File: src/mips_isa_pkg.sv
// MIPS32 architectural definitions: word and index types,
// primary opcodes, R-type function codes and the instruction layout
package mips_isa_pkg;

	typedef logic [31:0] word_t;
	typedef logic [4:0] reg_idx_t;

	// Kept primary opcodes, everything else decodes as a NOP
	typedef enum logic [5:0] {
		OP_RTYPE = 6'h00,
		OP_J     = 6'h02,
		OP_BEQ   = 6'h04,
		OP_BNE   = 6'h05,
		OP_ADDIU = 6'h09,
		OP_ANDI  = 6'h0C,
		OP_ORI   = 6'h0D,
		OP_XORI  = 6'h0E,
		OP_LUI   = 6'h0F,
		OP_LW    = 6'h23,
		OP_SW    = 6'h2B
	} opcode_e;

	typedef enum logic [5:0] {
		FN_JR   = 6'h08,
		FN_ADDU = 6'h21,
		FN_SUBU = 6'h23,
		FN_AND  = 6'h24,
		FN_OR   = 6'h25,
		FN_XOR  = 6'h26,
		FN_SLT  = 6'h2A,
		FN_SLTU = 6'h2B
	} funct_e;

	// R-type view; immediate is bits 15:0, jump index bits 25:0
	typedef struct packed {
		logic [5:0] opcode;
		reg_idx_t   rs;
		reg_idx_t   rt;
		reg_idx_t   rd;
		logic [4:0] shamt;
		logic [5:0] funct;
	} instr_t;

	function automatic logic [15:0] imm_of(instr_t instr);
		return instr[15:0];
	endfunction

	function automatic logic [25:0] jump_index_of(instr_t instr);
		return instr[25:0];
	endfunction

	localparam word_t RESET_VECTOR = 32'hBFC00000;
	localparam reg_idx_t REG_V0 = 5'd2;

endpackage
File: src/mips_pipe_pkg.sv
// Pipeline-internal types: ALU operations, decoded control,
// stage registers and forwarding selects
package mips_pipe_pkg;

	import mips_isa_pkg::*;

	typedef enum logic [2:0] {
		ALU_ADD,
		ALU_SUB,
		ALU_AND,
		ALU_OR,
		ALU_XOR,
		ALU_SLT,
		ALU_SLTU,
		ALU_LUI
	} alu_op_e;

	// All zero is a bubble
	typedef struct packed {
		logic    reg_write;
		logic    mem_to_reg;
		logic    mem_write;
		logic    alu_src_imm;
		logic    zero_extend;
		logic    dest_rd;
		logic    branch;
		logic    branch_ne;
		logic    jump;
		logic    jump_reg;
		alu_op_e alu_op;
	} ctrl_t;

	typedef struct packed {
		ctrl_t       ctrl;
		reg_idx_t    rs;
		reg_idx_t    rt;
		reg_idx_t    rd;
		word_t       src_a;
		word_t       src_b;
		logic [15:0] imm;
	} dec_ex_t;

	typedef struct packed {
		logic     reg_write;
		logic     mem_to_reg;
		logic     mem_write;
		reg_idx_t write_reg;
		word_t    alu_out;
		word_t    write_data;
	} ex_mem_t;

	typedef struct packed {
		logic     reg_write;
		logic     mem_to_reg;
		reg_idx_t write_reg;
		word_t    alu_out;
		word_t    read_data;
	} mem_wb_t;

	typedef enum logic [1:0] {
		FWD_NONE,
		FWD_MEM,
		FWD_WB
	} fwd_sel_e;

endpackage

File: src/mips_cpu_harvard.sv
// Pipelined MIPS32 core, Harvard bus
// Stages, register file and hazard unit wired to the ports
`timescale 1ns/1ns

module mips_cpu_harvard
	import mips_isa_pkg::*;
	import mips_pipe_pkg::*;
#(
	parameter word_t RESET_ADDR = RESET_VECTOR
) (
	input  logic  clk,
	input  logic  rst,
	input  logic  clk_enable,
	output logic  active,
	output word_t register_v0,

	output word_t instr_address,
	input  word_t instr_readdata,

	output word_t data_address,
	output logic  data_write,
	output logic  data_read,
	output word_t data_writedata,
	input  word_t data_readdata
);

	logic     stall;
	logic     flush_ex;
	logic     pc_redirect;
	word_t    pc_target;
	instr_t   instr_dec;
	word_t    pc_plus4_dec;
	reg_idx_t rs_dec;
	reg_idx_t rt_dec;
	ctrl_t    ctrl_dec;
	word_t    rd_data_a;
	word_t    rd_data_b;
	logic     fwd_a_dec;
	logic     fwd_b_dec;
	fwd_sel_e fwd_a_ex;
	fwd_sel_e fwd_b_ex;
	dec_ex_t  dec_ex;
	ex_mem_t  ex_mem;
	reg_idx_t write_reg_ex;
	logic     reg_write_wb;
	reg_idx_t write_reg_wb;
	word_t    result_wb;

	// Memory stage drives the data port directly
	assign data_address   = ex_mem.alu_out;
	assign data_writedata = ex_mem.write_data;
	assign data_write     = ex_mem.mem_write;
	assign data_read      = ex_mem.mem_to_reg;

	mips_fetch #(
		.RESET_ADDR(RESET_ADDR)
	) u_fetch (
		.clk(clk), .rst(rst), .clk_enable(clk_enable), .stall(stall),
		.pc_redirect(pc_redirect), .pc_target(pc_target),
		.instr_readdata(instr_readdata), .instr_address(instr_address),
		.instr_dec(instr_dec), .pc_plus4_dec(pc_plus4_dec), .active(active)
	);

	mips_decode u_decode (
		.clk(clk), .rst(rst), .clk_enable(clk_enable), .flush_ex(flush_ex),
		.instr_dec(instr_dec), .pc_plus4_dec(pc_plus4_dec),
		.rd_data_a(rd_data_a), .rd_data_b(rd_data_b),
		.fwd_a_dec(fwd_a_dec), .fwd_b_dec(fwd_b_dec), .alu_out_mem(ex_mem.alu_out),
		.rs_dec(rs_dec), .rt_dec(rt_dec), .ctrl_dec(ctrl_dec),
		.pc_redirect(pc_redirect), .pc_target(pc_target), .dec_ex(dec_ex)
	);

	mips_register_file u_register_file (
		.clk(clk), .rst(rst), .clk_enable(clk_enable), .write_enable(reg_write_wb),
		.read_addr_a(rs_dec), .read_addr_b(rt_dec), .write_addr(write_reg_wb),
		.write_data(result_wb), .read_data_a(rd_data_a), .read_data_b(rd_data_b),
		.register_v0(register_v0)
	);

	mips_execute u_execute (
		.clk(clk), .rst(rst), .clk_enable(clk_enable), .dec_ex(dec_ex),
		.fwd_a_ex(fwd_a_ex), .fwd_b_ex(fwd_b_ex), .result_wb(result_wb),
		.ex_mem(ex_mem), .write_reg_ex(write_reg_ex)
	);

	mips_writeback u_writeback (
		.clk(clk), .rst(rst), .clk_enable(clk_enable), .ex_mem(ex_mem),
		.data_readdata(data_readdata), .reg_write_wb(reg_write_wb),
		.write_reg_wb(write_reg_wb), .result_wb(result_wb)
	);

	mips_hazard_unit u_hazard_unit (
		.rs_dec(rs_dec), .rt_dec(rt_dec), .ctrl_dec(ctrl_dec), .dec_ex(dec_ex),
		.write_reg_ex(write_reg_ex), .ex_mem(ex_mem), .reg_write_wb(reg_write_wb),
		.write_reg_wb(write_reg_wb), .stall(stall), .flush_ex(flush_ex),
		.fwd_a_dec(fwd_a_dec), .fwd_b_dec(fwd_b_dec),
		.fwd_a_ex(fwd_a_ex), .fwd_b_ex(fwd_b_ex)
	);

endmodule

File: src/mips_hazard_unit.sv
// Stall, flush and forwarding decisions
`timescale 1ns/1ns

module mips_hazard_unit
	import mips_isa_pkg::*;
	import mips_pipe_pkg::*;
(
	input  reg_idx_t rs_dec,
	input  reg_idx_t rt_dec,
	input  ctrl_t    ctrl_dec,
	input  dec_ex_t  dec_ex,
	input  reg_idx_t write_reg_ex,
	input  ex_mem_t  ex_mem,
	input  logic     reg_write_wb,
	input  reg_idx_t write_reg_wb,
	output logic     stall,
	output logic     flush_ex,
	output logic     fwd_a_dec,
	output logic     fwd_b_dec,
	output fwd_sel_e fwd_a_ex,
	output fwd_sel_e fwd_b_ex
);

	logic rs_hit_ex, rt_hit_ex;
	logic rs_load_mem, rt_load_mem;
	logic load_use, branch_dep;

	function automatic logic writes(logic en, reg_idx_t dst, reg_idx_t src);
		return en && dst != '0 && dst == src;
	endfunction

	// Memory stage wins over writeback
	function automatic fwd_sel_e pick_ex(reg_idx_t src);
		if (writes(ex_mem.reg_write, ex_mem.write_reg, src))
			return FWD_MEM;
		if (writes(reg_write_wb, write_reg_wb, src))
			return FWD_WB;
		return FWD_NONE;
	endfunction

	assign rs_hit_ex   = writes(dec_ex.ctrl.reg_write, write_reg_ex, rs_dec);
	assign rt_hit_ex   = writes(dec_ex.ctrl.reg_write, write_reg_ex, rt_dec);
	assign rs_load_mem = writes(ex_mem.mem_to_reg, ex_mem.write_reg, rs_dec);
	assign rt_load_mem = writes(ex_mem.mem_to_reg, ex_mem.write_reg, rt_dec);

	assign load_use   = dec_ex.ctrl.mem_to_reg && (rs_hit_ex || rt_hit_ex);
	// JR compares nothing, only rs matters there
	assign branch_dep = (ctrl_dec.branch && (rs_hit_ex || rt_hit_ex ||
	                                         rs_load_mem || rt_load_mem)) ||
	                    (ctrl_dec.jump_reg && (rs_hit_ex || rs_load_mem));

	assign stall    = load_use || branch_dep;
	assign flush_ex = stall;

	assign fwd_a_dec = writes(ex_mem.reg_write, ex_mem.write_reg, rs_dec);
	assign fwd_b_dec = writes(ex_mem.reg_write, ex_mem.write_reg, rt_dec);
	assign fwd_a_ex  = pick_ex(dec_ex.rs);
	assign fwd_b_ex  = pick_ex(dec_ex.rt);

endmodule

File: src/mips_writeback.sv
// Memory/writeback register and result select
`timescale 1ns/1ns

module mips_writeback
	import mips_isa_pkg::*;
	import mips_pipe_pkg::*;
(
	input  logic     clk,
	input  logic     rst,
	input  logic     clk_enable,
	input  ex_mem_t  ex_mem,
	input  word_t    data_readdata,
	output logic     reg_write_wb,
	output reg_idx_t write_reg_wb,
	output word_t    result_wb
);

	mem_wb_t mem_wb;

	always_ff @(posedge clk) begin
		if (rst)
			mem_wb <= '0;
		else if (clk_enable)
			mem_wb <= '{reg_write: ex_mem.reg_write, mem_to_reg: ex_mem.mem_to_reg,
			            write_reg: ex_mem.write_reg, alu_out: ex_mem.alu_out,
			            read_data: data_readdata};
	end

	assign reg_write_wb = mem_wb.reg_write;
	assign write_reg_wb = mem_wb.write_reg;
	assign result_wb    = mem_wb.mem_to_reg ? mem_wb.read_data : mem_wb.alu_out;

endmodule

File: src/mips_execute.sv
// Execute stage: forwarding muxes, ALU, destination select
// and the execute/memory register
`timescale 1ns/1ns

module mips_execute
	import mips_isa_pkg::*;
	import mips_pipe_pkg::*;
(
	input  logic     clk,
	input  logic     rst,
	input  logic     clk_enable,
	input  dec_ex_t  dec_ex,
	input  fwd_sel_e fwd_a_ex,
	input  fwd_sel_e fwd_b_ex,
	input  word_t    result_wb,
	output ex_mem_t  ex_mem,
	output reg_idx_t write_reg_ex
);

	word_t op_a;
	word_t op_b;
	word_t op_b_alu;
	word_t imm_ext;
	word_t alu_out;

	function automatic word_t fwd_mux(fwd_sel_e sel, word_t reg_val, word_t mem_val,
	                                  word_t wb_val);
		case (sel)
			FWD_MEM: return mem_val;
			FWD_WB:  return wb_val;
			default: return reg_val;
		endcase
	endfunction

	assign op_a = fwd_mux(fwd_a_ex, dec_ex.src_a, ex_mem.alu_out, result_wb);
	assign op_b = fwd_mux(fwd_b_ex, dec_ex.src_b, ex_mem.alu_out, result_wb);

	assign imm_ext  = dec_ex.ctrl.zero_extend ? {16'b0, dec_ex.imm} :
	                                            {{16{dec_ex.imm[15]}}, dec_ex.imm};
	assign op_b_alu = dec_ex.ctrl.alu_src_imm ? imm_ext : op_b;

	always_comb begin
		case (dec_ex.ctrl.alu_op)
			ALU_ADD:  alu_out = op_a + op_b_alu;
			ALU_SUB:  alu_out = op_a - op_b_alu;
			ALU_AND:  alu_out = op_a & op_b_alu;
			ALU_OR:   alu_out = op_a | op_b_alu;
			ALU_XOR:  alu_out = op_a ^ op_b_alu;
			ALU_SLT:  alu_out = {31'b0, $signed(op_a) < $signed(op_b_alu)};
			ALU_SLTU: alu_out = {31'b0, op_a < op_b_alu};
			default:  alu_out = {op_b_alu[15:0], 16'b0};
		endcase
	end

	assign write_reg_ex = dec_ex.ctrl.dest_rd ? dec_ex.rd : dec_ex.rt;

	always_ff @(posedge clk) begin
		if (rst) begin
			ex_mem <= '0;
		end else if (clk_enable) begin
			ex_mem.reg_write  <= dec_ex.ctrl.reg_write;
			ex_mem.mem_to_reg <= dec_ex.ctrl.mem_to_reg;
			ex_mem.mem_write  <= dec_ex.ctrl.mem_write;
			ex_mem.write_reg  <= write_reg_ex;
			ex_mem.alu_out    <= alu_out;
			// Store data comes from the forwarded rt value
			ex_mem.write_data <= op_b;
		end
	end

endmodule

File: src/mips_register_file.sv
// 32x32 register file, write-before-read bypass and v0 tap
`timescale 1ns/1ns

module mips_register_file
	import mips_isa_pkg::*;
(
	input  logic     clk,
	input  logic     rst,
	input  logic     clk_enable,
	input  logic     write_enable,
	input  reg_idx_t read_addr_a,
	input  reg_idx_t read_addr_b,
	input  reg_idx_t write_addr,
	input  word_t    write_data,
	output word_t    read_data_a,
	output word_t    read_data_b,
	output word_t    register_v0
);

	word_t regs [31:1];

	function automatic word_t read_port(reg_idx_t addr);
		if (addr == '0)
			return '0;
		if (write_enable && write_addr == addr)
			return write_data;
		return regs[addr];
	endfunction

	assign read_data_a = read_port(read_addr_a);
	assign read_data_b = read_port(read_addr_b);
	assign register_v0 = regs[REG_V0];

	always_ff @(posedge clk) begin
		if (rst) begin
			for (int i = 1; i < 32; i++)
				regs[i] <= '0;
		end else if (clk_enable && write_enable && write_addr != '0) begin
			regs[write_addr] <= write_data;
		end
	end

endmodule

File: src/mips_decode.sv
// Control decoder, branch comparator, branch and jump targets,
// and the decode/execute register
`timescale 1ns/1ns

module mips_decode
	import mips_isa_pkg::*;
	import mips_pipe_pkg::*;
(
	input  logic     clk,
	input  logic     rst,
	input  logic     clk_enable,
	input  logic     flush_ex,
	input  instr_t   instr_dec,
	input  word_t    pc_plus4_dec,
	input  word_t    rd_data_a,
	input  word_t    rd_data_b,
	input  logic     fwd_a_dec,
	input  logic     fwd_b_dec,
	input  word_t    alu_out_mem,
	output reg_idx_t rs_dec,
	output reg_idx_t rt_dec,
	output ctrl_t    ctrl_dec,
	output logic     pc_redirect,
	output word_t    pc_target,
	output dec_ex_t  dec_ex
);

	logic [15:0] imm;
	word_t       cmp_a;
	word_t       cmp_b;
	word_t       branch_target;
	word_t       jump_target;
	logic        taken;

	assign rs_dec = instr_dec.rs;
	assign rt_dec = instr_dec.rt;
	assign imm    = imm_of(instr_dec);

	always_comb begin
		ctrl_dec = '0;
		case (instr_dec.opcode)
			OP_RTYPE: begin
				ctrl_dec.reg_write = 1'b1;
				ctrl_dec.dest_rd   = 1'b1;
				case (instr_dec.funct)
					FN_ADDU: ctrl_dec.alu_op = ALU_ADD;
					FN_SUBU: ctrl_dec.alu_op = ALU_SUB;
					FN_AND:  ctrl_dec.alu_op = ALU_AND;
					FN_OR:   ctrl_dec.alu_op = ALU_OR;
					FN_XOR:  ctrl_dec.alu_op = ALU_XOR;
					FN_SLT:  ctrl_dec.alu_op = ALU_SLT;
					FN_SLTU: ctrl_dec.alu_op = ALU_SLTU;
					FN_JR: begin
						ctrl_dec.reg_write = 1'b0;
						ctrl_dec.jump_reg  = 1'b1;
					end
					default: ctrl_dec = '0;
				endcase
			end
			OP_ADDIU: {ctrl_dec.reg_write, ctrl_dec.alu_src_imm} = 2'b11;
			OP_ANDI, OP_ORI, OP_XORI: begin
				{ctrl_dec.reg_write, ctrl_dec.alu_src_imm, ctrl_dec.zero_extend} = 3'b111;
				ctrl_dec.alu_op = (instr_dec.opcode == OP_ANDI) ? ALU_AND :
				                  (instr_dec.opcode == OP_ORI)  ? ALU_OR  : ALU_XOR;
			end
			OP_LUI: begin
				{ctrl_dec.reg_write, ctrl_dec.alu_src_imm} = 2'b11;
				ctrl_dec.alu_op = ALU_LUI;
			end
			OP_LW: {ctrl_dec.reg_write, ctrl_dec.mem_to_reg, ctrl_dec.alu_src_imm} = 3'b111;
			OP_SW: {ctrl_dec.mem_write, ctrl_dec.alu_src_imm} = 2'b11;
			OP_BEQ: ctrl_dec.branch = 1'b1;
			OP_BNE: {ctrl_dec.branch, ctrl_dec.branch_ne} = 2'b11;
			OP_J:   ctrl_dec.jump = 1'b1;
			default: ctrl_dec = '0;
		endcase
	end

	// Comparator sees the memory-stage result early
	assign cmp_a = fwd_a_dec ? alu_out_mem : rd_data_a;
	assign cmp_b = fwd_b_dec ? alu_out_mem : rd_data_b;
	assign taken = ctrl_dec.branch && ((cmp_a == cmp_b) != ctrl_dec.branch_ne);

	assign branch_target = pc_plus4_dec + {{14{imm[15]}}, imm, 2'b00};
	assign jump_target   = {pc_plus4_dec[31:28], jump_index_of(instr_dec), 2'b00};
	assign pc_redirect   = taken || ctrl_dec.jump || ctrl_dec.jump_reg;
	assign pc_target     = ctrl_dec.jump_reg ? cmp_a :
	                       ctrl_dec.jump     ? jump_target : branch_target;

	always_ff @(posedge clk) begin
		if (rst) begin
			dec_ex <= '0;
		end else if (clk_enable) begin
			if (flush_ex)
				dec_ex <= '0;
			else
				dec_ex <= '{ctrl: ctrl_dec, rs: rs_dec, rt: rt_dec, rd: instr_dec.rd,
				            src_a: rd_data_a, src_b: rd_data_b, imm: imm};
		end
	end

endmodule

File: src/mips_fetch.sv
// Program counter, next-PC select, halt latch and fetch/decode register
`timescale 1ns/1ns

module mips_fetch
	import mips_isa_pkg::*;
#(
	parameter word_t RESET_ADDR = RESET_VECTOR
) (
	input  logic   clk,
	input  logic   rst,
	input  logic   clk_enable,
	input  logic   stall,
	input  logic   pc_redirect,
	input  word_t  pc_target,
	input  word_t  instr_readdata,
	output word_t  instr_address,
	output instr_t instr_dec,
	output word_t  pc_plus4_dec,
	output logic   active
);

	word_t pc;
	word_t pc_plus4;
	word_t pc_next;
	logic  halted;

	assign pc_plus4      = pc + 32'd4;
	assign pc_next       = pc_redirect ? pc_target : pc_plus4;
	assign instr_address = pc;
	assign active        = !halted;

	always_ff @(posedge clk) begin
		if (rst) begin
			pc           <= RESET_ADDR;
			halted       <= 1'b0;
			instr_dec    <= '0;
			pc_plus4_dec <= '0;
		end else if (clk_enable && !stall) begin
			if (!halted) begin
				pc <= pc_next;
				// Jump to address zero ends the program
				if (pc_next == '0)
					halted <= 1'b1;
			end
			// All-zero word is sll $0,$0,0
			instr_dec    <= halted ? '0 : instr_t'(instr_readdata);
			pc_plus4_dec <= pc_plus4;
		end
	end

endmodule

File: config.mk
export PLATFORM = sky130hd
export DESIGN_NAME = mips_cpu_harvard
export DESIGN_NICKNAME = d
export VERILOG_FILES = /design/src/mips_isa_pkg.sv /design/src/mips_pipe_pkg.sv /design/src/mips_cpu_harvard.sv /design/src/mips_hazard_unit.sv /design/src/mips_writeback.sv /design/src/mips_execute.sv /design/src/mips_register_file.sv /design/src/mips_decode.sv /design/src/mips_fetch.sv
export SDC_FILE = /design/constraint.sdc
export NUM_CORES = 2
export LEC_CHECK = 0
export ABC_CLOCK_PERIOD_IN_PS = 17350
export BUFFER_PORTS_ARGS = -buffer_cell sky130_fd_sc_hd__buf_4
export CORE_MARGIN = 2
export CORE_UTILIZATION = 25
export CTS_CLUSTER_DIAMETER = 150
export DETAILED_ROUTE_END_ITERATION = 12
export PLACE_DENSITY_LB_ADDON = 0.12
export SLEW_MARGIN = 20
export SYNTH_ARGS = -nofsm -noshare
export SYNTH_HDL_FRONTEND = slang
export SYNTH_SLANG_ARGS = --single-unit
File: constraint.sdc
create_clock -name clk -period 17.35 [get_ports clk]
set_clock_uncertainty 0.2 [all_clocks]
set_input_delay 1.735 -clock clk [delete_from_list [all_inputs] [get_ports clk]]
set_output_delay 1.735 -clock clk [all_outputs]
set_load 0.02 [all_outputs]
# [Word level (Yosys, flattened, before mapping)]
# Memory sizes are Yosys's and may differ from the RTL's. A register that Yosys moved wholly into a read port is not among the register bits.
# Index checks and enable logic that the tools add are counted.
# W data, S select, Z words.
[word_totals] register_bits=344 latch_bits=0 ramBits=992 rom_bits=0 word_cells=206 mem_count=1
[memory_table] name="u_register_file.regs" depth=31 word_bits=32 read_ports=3 rd_ports_with_merged_regs=2 write_ports=31 line_no="mips_register_file.sv:20" text="word_t regs [31:1];"
[op_classes] addsub=4 n_mul=0 div=0 order_cmp=2 eq_ne=40 shift=0 n_mux=73 bitwise=4 n_reduce_logical=49
[op_table] cell="$mux W32" count=18
[op_table] cell="$pmux W32 S7" count=1
[op_table] cell="$pmux W32 S2" count=2
[op_table] cell="$mux W108" count=1
[op_table] cell="$add A32 B32 Y32" count=2
[op_table] cell="$lt A32 B32 Y1" count=2
[op_table] cell="$eq A6 B6 Y1 const B" count=9
[op_table] cell="$eq A5 B5 Y1" count=10
[op_table] cell="$eq A6 B4 Y1 const B" count=6
[op_table] cell="$add A32 B3 Y32 const B" count=1
[op_table] cell="$and A32 B32 Y32" count=1
[op_table] cell="$eq A32 B32 Y1" count=1
[op_table] cell="$logic_not A32 Y1" count=1
[op_table] cell="$or A32 B32 Y32" count=1
[op_table] cell="$reduce_or A32 Y1" count=1
[op_table] cell="$sub A32 B32 Y32" count=1
[op_table] cell="$xor A32 B32 Y32" count=1
[op_table] cell="$mux W5" count=6
[op_table] cell="$mux W1" count=24
[op_table] cell="$logic_and A1 B1 Y1" count=23
[op_table] cell="$pmux W3 S6" count=1
[op_table] cell="$mux W2" count=8
[op_table] cell="$pmux W1 S2" count=8
[op_table] cell="$reduce_bool A5 Y1" count=3
[op_table] cell="23 further kinds" count=40

# [Depth between registers and ports, before layout]
[depth] depth_word=16 depth_mapped=31 ltp_nobuf=27

# [Cells and area by module]
# From an unflattened synthesis, not the netlist that was laid out.
[hier_totals] cells_unflattened=7188 hier_area_um2=80857.5
[by_module_without_submodules] module="mips_register_file" instances=1 cells_each=3807 area_each_um2=54999.0 seq_area_each_um2=30749.5
[by_module_without_submodules] module="mips_execute" instances=1 cells_each=1419 area_each_um2=9640.5 seq_area_each_um2=1441.4
[by_module_without_submodules] module="mips_decode" instances=1 cells_each=978 area_each_um2=7578.5 seq_area_each_um2=2062.0
[by_module_without_submodules] module="mips_fetch" instances=1 cells_each=634 area_each_um2=4875.9 seq_area_each_um2=1941.9
[by_module_without_submodules] module="mips_writeback" instances=1 cells_each=270 area_each_um2=3141.8 seq_area_each_um2=1421.4
[by_module_without_submodules] module="mips_hazard_unit" instances=1 cells_each=80 area_each_um2=621.8 seq_area_each_um2=0.0

# [Least setup slack after synthesis]
# OpenSTA, ideal clock, no wires.
[synth_timing] path_type="register to register" startpoint="reg, netlist name u_execute.ex_mem[67]" endpoint="reg, netlist name u_execute.ex_mem[63]" t_arrival_ns=6.499 required_time_ns=17.017 setup_slack_ns=10.517 path_stages_with_launch=28 n_path_buf=4 synth_period_minus_slack_ns=6.833 path_cell_list="dfxtp_1 > clkbuf_1 > or4_1 > o21a_1 > clkbuf_1 > clkbuf_1 > nand4_1 > nor3_1 > clkbuf_1 > o21ai_0 > mux2i_1 > ha_1 > nor2b_1 > o21ai_0 > a21oi_1 > o21ai_0 > a21oi_1 > or2_2 > a41o_1 > o41ai_1 > o21ai_0 > a311oi_1 > o41ai_1 > a221o_1 > a211oi_1 > mux2_2 > a21oi_1 > a211oi_1"
[synth_between] elab_chain_len=10 word_cells_on_any_way=23 classes_between="add/sub (2); eq/ne (6); mux (8); bitwise (3); reduce/logical (4)"
[synth_rtl] item="$reduce_bool A5 Y1" line_no="mips_hazard_unit.sv:29" text="return en && dst != '0 && dst == src;"
[synth_rtl] item="$logic_and A1 B1 Y1 (2 in series)" line_no="mips_hazard_unit.sv:29"
[synth_rtl] item="$mux W1" line_no="mips_hazard_unit.sv:34" text="if (writes(ex_mem.reg_write, ex_mem.write_reg, src))"
[synth_rtl] item="$mux W2" line_no="mips_hazard_unit.sv:36" text="if (writes(reg_write_wb, write_reg_wb, src))"
[synth_rtl] item="$eq A2 B2 Y1 / $eq A2 B1 Y1 (equally long branches)" line_no="mips_execute.sv:28" text="case (sel)"
[synth_rtl] item="$pmux W32 S2" line_no="mips_execute.sv:28"
[synth_rtl] item="$mux W32" line_no="mips_execute.sv:40" text="assign op_b_alu = dec_ex.ctrl.alu_src_imm ? imm_ext : op_b;"
[synth_rtl] item="$sub A32 B32 Y32 (tied with other cells)" line_no="mips_execute.sv:45" text="ALU_SUB: alu_out = op_a - op_b_alu;"
[synth_rtl] item="$pmux W32 S7 (*)" line_no="mips_execute.sv:43" text="case (dec_ex.ctrl.alu_op)"
# Mark *: on every way between the ends. The rest lies on a longest branch, timed or not.
# A chain may end at the register's enable or synchronous reset.

==> results.json <==
{
  "synth_area_mm2": 0.0783,
  "min_path_type": "flip-flop to flip-flop",
  "final_common_cell": "nor2_1",
  "vias": 62400,
  "numCtsBuffers": 180,
  "io_pins": 198,
  "clock-sinks": 1373,
  "grt_overflow": 0,
  "syn_avg_cell_area_um2": 10.8,
  "critPathArrivalTime_ns": 9.37,
  "wl_per_cell_um": 34.5,
  "yosys.area.top_type": "edfxtp_1",
  "final_cell_mix": "nor2_1, edfxtp_1, nand2_1, mux4_2, mux2i_1",
  "syn_inst": 7229,
  "grt_start_max_net_pins": 95,
  "synth_area_leaders": "edfxtp_1, mux4_2, dfxtp_1, nor2_1, mux2i_1",
  "clockBufferDepth": 4,
  "h-tree-depth": 4,
  "synth-warning-count": 0,
  "slew_headroom": 0.149,
  "p_leak_nw": 30.6,
  "ys_seq_area_frac": 0.482,
  "criticalPathCategory": "flip-flop to flip-flop",
  "fin_cells": 11400,
  "synth-seq-cells": 1373,
  "fin_crit_ns": 8.82,
  "area_growth_pct": 15.2,
  "die_w_um": 564,
  "die_area_mm2": 0.318,
  "hpwl_um": 251000,
  "final_layout_size_suffix_gt1_frac": 0.181,
  "cts.clk_slew.worst_paths_ns": 0.06,
  "cts_resized": 0,
  "worst_slew_pin_slew_ns": 1.27,
  "hold_buffers": 0,
  "critPathMaxFanout": 70,
  "final.setup.tns_ns": 0,
  "synth_top_area_share": 0.393,
  "nNetsFinal": 7331,
  "total_power_mw": 8.98,
  "grt_pass1_wl_um": 535000,
  "rsz0062_at_grt": "no",
  "synth_edf_count": 1024,
  "dp_cells": 11100,
  "ant_nets": 0,
  "placed_cell_area_mm2": 0.0844,
  "start_kind": "flip-flop",
  "initial_utilization": 0.251,
  "final_area_mm2": 0.0902,
  "grt.total_usage": 0.242,
  "wirelength_um": 394000,
  "cts_tree": "yes",
  "clockRootBuffer": "clkbuf_16",
  "finalSetupViolations": 0,
  "drc": 0,
  "maxCapViolations": 0,
  "drv_slew": 0,
  "vias_per_cell": 5.47,
  "postSynth.asyncResetShare": 0,
  "core_mm2": 0.312,
  "post_cts_buffers": 0,
  "fmax_mhz": 113,
  "cp-end-kind": "flip-flop",
  "gp_congestion": 0.896,
  "status": "completed",
  "worst_slack_ns": 8.53,
  "ir_worst_vdd_mv": 0.0840,
  "first_global_vias": 60400,
  "port_buffers": 197,
  "die_h_um": 564,
  "pre_cts_ws_ns": 8.60,
  "antenna_found_initial": 20,
  "required_ns": 17.91,
  "firstDrtPassIters": 6,
  "row_count": 205,
  "hold_viol_final": 0,
  "p_per_area_mw_per_mm2": 99.6,
  "drt_iter0_drc": 7665,
  "clock_latency_ns": 0.90,
  "synth_cell_types": 102,
  "fin_crit_sh": 0.508,
  "synth-main-ff-cell": "edfxtp_1"
}
## layer usage
| metal | up-vias | share of wire | GRT usage |
|---|---|---|---|
| li1 | 26400 | - | - |
| met1 | 32500 | 0.42 | 0.324 |
| met2 | 2907 | 0.47 | 0.400 |
| met3 | 546 | 0.067 | 0.0334 |
| met4 | 2 | 0.039 | 0.0833 |
| met5 | - | 0.000020 | 0 |
## worst paths after layout
check | depth (start not counted) | slack (ns) | to | start
worst max register to register | 19 | 8.53 | u_fetch.halted$_SDFFE_PP0P_ | flip-flop
worst min register to register | 2 | 0.26 | u_decode.dec_ex[75]$_SDFFE_PP0P_ | u_decode.dec_ex[75]$_SDFFE_PP0P_
worst max-delay path | 19 | 8.53 | u_fetch.halted$_SDFFE_PP0P_ | flip-flop
worst min-delay path | 2 | 0.26 | u_decode.dec_ex[75]$_SDFFE_PP0P_ | u_decode.dec_ex[75]$_SDFFE_PP0P_
## through the flow
step / hold slack [ns] / utilization
after floorplan: 0.237 / -
final: 0.264 / 0.289
after CTS: 0.264 / 0.289
after global placement: 0.249 / 0.271
after global routing: 0.280 / 0.289
after detailed placement: 0.255 / 0.271
## kinds of logic (layout without fill, tap and decap cells)
group                      Yosys count  in the layout  share of synthesized area
DFF                               1373           1373                      0.482
xor gates and xnor gates           149            149                     0.0167
adders and majority gates          136            136                     0.0220
AOI/OAI and AO/OA                 1231           1231                      0.105
muxes                              917            917                      0.187
buffers and inverters              887            889                     0.0516
and+or+nand+nor                   2535           2535                      0.136
other                                1             41                  0.0000479
## report_power, final
part	internal [mW]	switching, mW
registers	3.65	0.129
logic	0.476	0.939
clock network	2.22	1.57
total	6.35	2.63
## sequential cells by signal, summed over array words and instances (netlist names), named ones only
| name | flops |
|---|---|
| u_fetch.instr_dec | 32 |
| u_fetch.pc_plus4_dec | 32 |
| u_execute.ex_mem | 72 |
| u_fetch.halted | 1 |
| u_writeback.reg_write_wb | 1 |
| u_fetch.instr_address | 32 |
| u_writeback.write_reg_wb | 5 |
| u_writeback.mem_wb | 65 |
| u_register_file.regs | 1024 |
| u_decode.dec_ex | 99 |
## worst max-delay path, stage by stage (launching register included)
cell	delay, ns
dfxtp_4	0.79
buf_12	0.50
buf_4	0.69
mux4_2	0.59
mux4_2	0.52
nand2_1	0.15
a31oi_1	0.11
a21oi_1	0.78
o21ai_0	0.60
xor2_1	0.31
o2111ai_1	0.21
or4_1	0.67
nor4_4	0.44
or3_1	0.16
buf_4	0.39
mux2_4	0.35
nor4_1	0.28
nand4_1	0.14
or4_1	0.49
o21ai_1	0.08
## cell type report
type	instances	area, µm²
Clock buffer	233	4870
Sequential cell	1373	37800
Tap cell	4140	5180
Antenna cell	9	22.5
Timing Repair Buffer	415	3220
Multi-Input combinational cell	5000	37700
Inverter	158	597
Fill cell	32200	222000
Clock inverter	83	870
## cells in the mapped netlist, types with 11 or more instances
master and instances:
nor2_1 1505, edfxtp_1 1024, nand2_1 509, clkbuf_1 450
mux2i_1 447, mux4_2 430, dfxtp_1 349, a21oi_1 302
o21ai_0 229, a22oi_1 181, inv_1 153, nand3_1 153
ha_1 133, nor3_1 117, buf_2 108, buf_4 95
a211oi_1 94, xnor2_1 85, xor2_1 64, buf_1 50
nand4_1 47, o211ai_1 41, o22ai_1 40, a31oi_1 37
mux2_2 34, nand2b_1 27, nor2b_1 26, and3_1 22
buf_6 22, nor4_1 22, a21o_1 21, a221oi_1 21
and2_1 20, a32oi_1 19, o21bai_1 19, o221ai_1 19
o41ai_1 17, or3_1 17, o31ai_1 16, a22o_1 14
o21a_1 14, a311oi_1 13, or2_2 13, nor3b_1 11
o311ai_0 11
(Power assumes the default switching activity.)
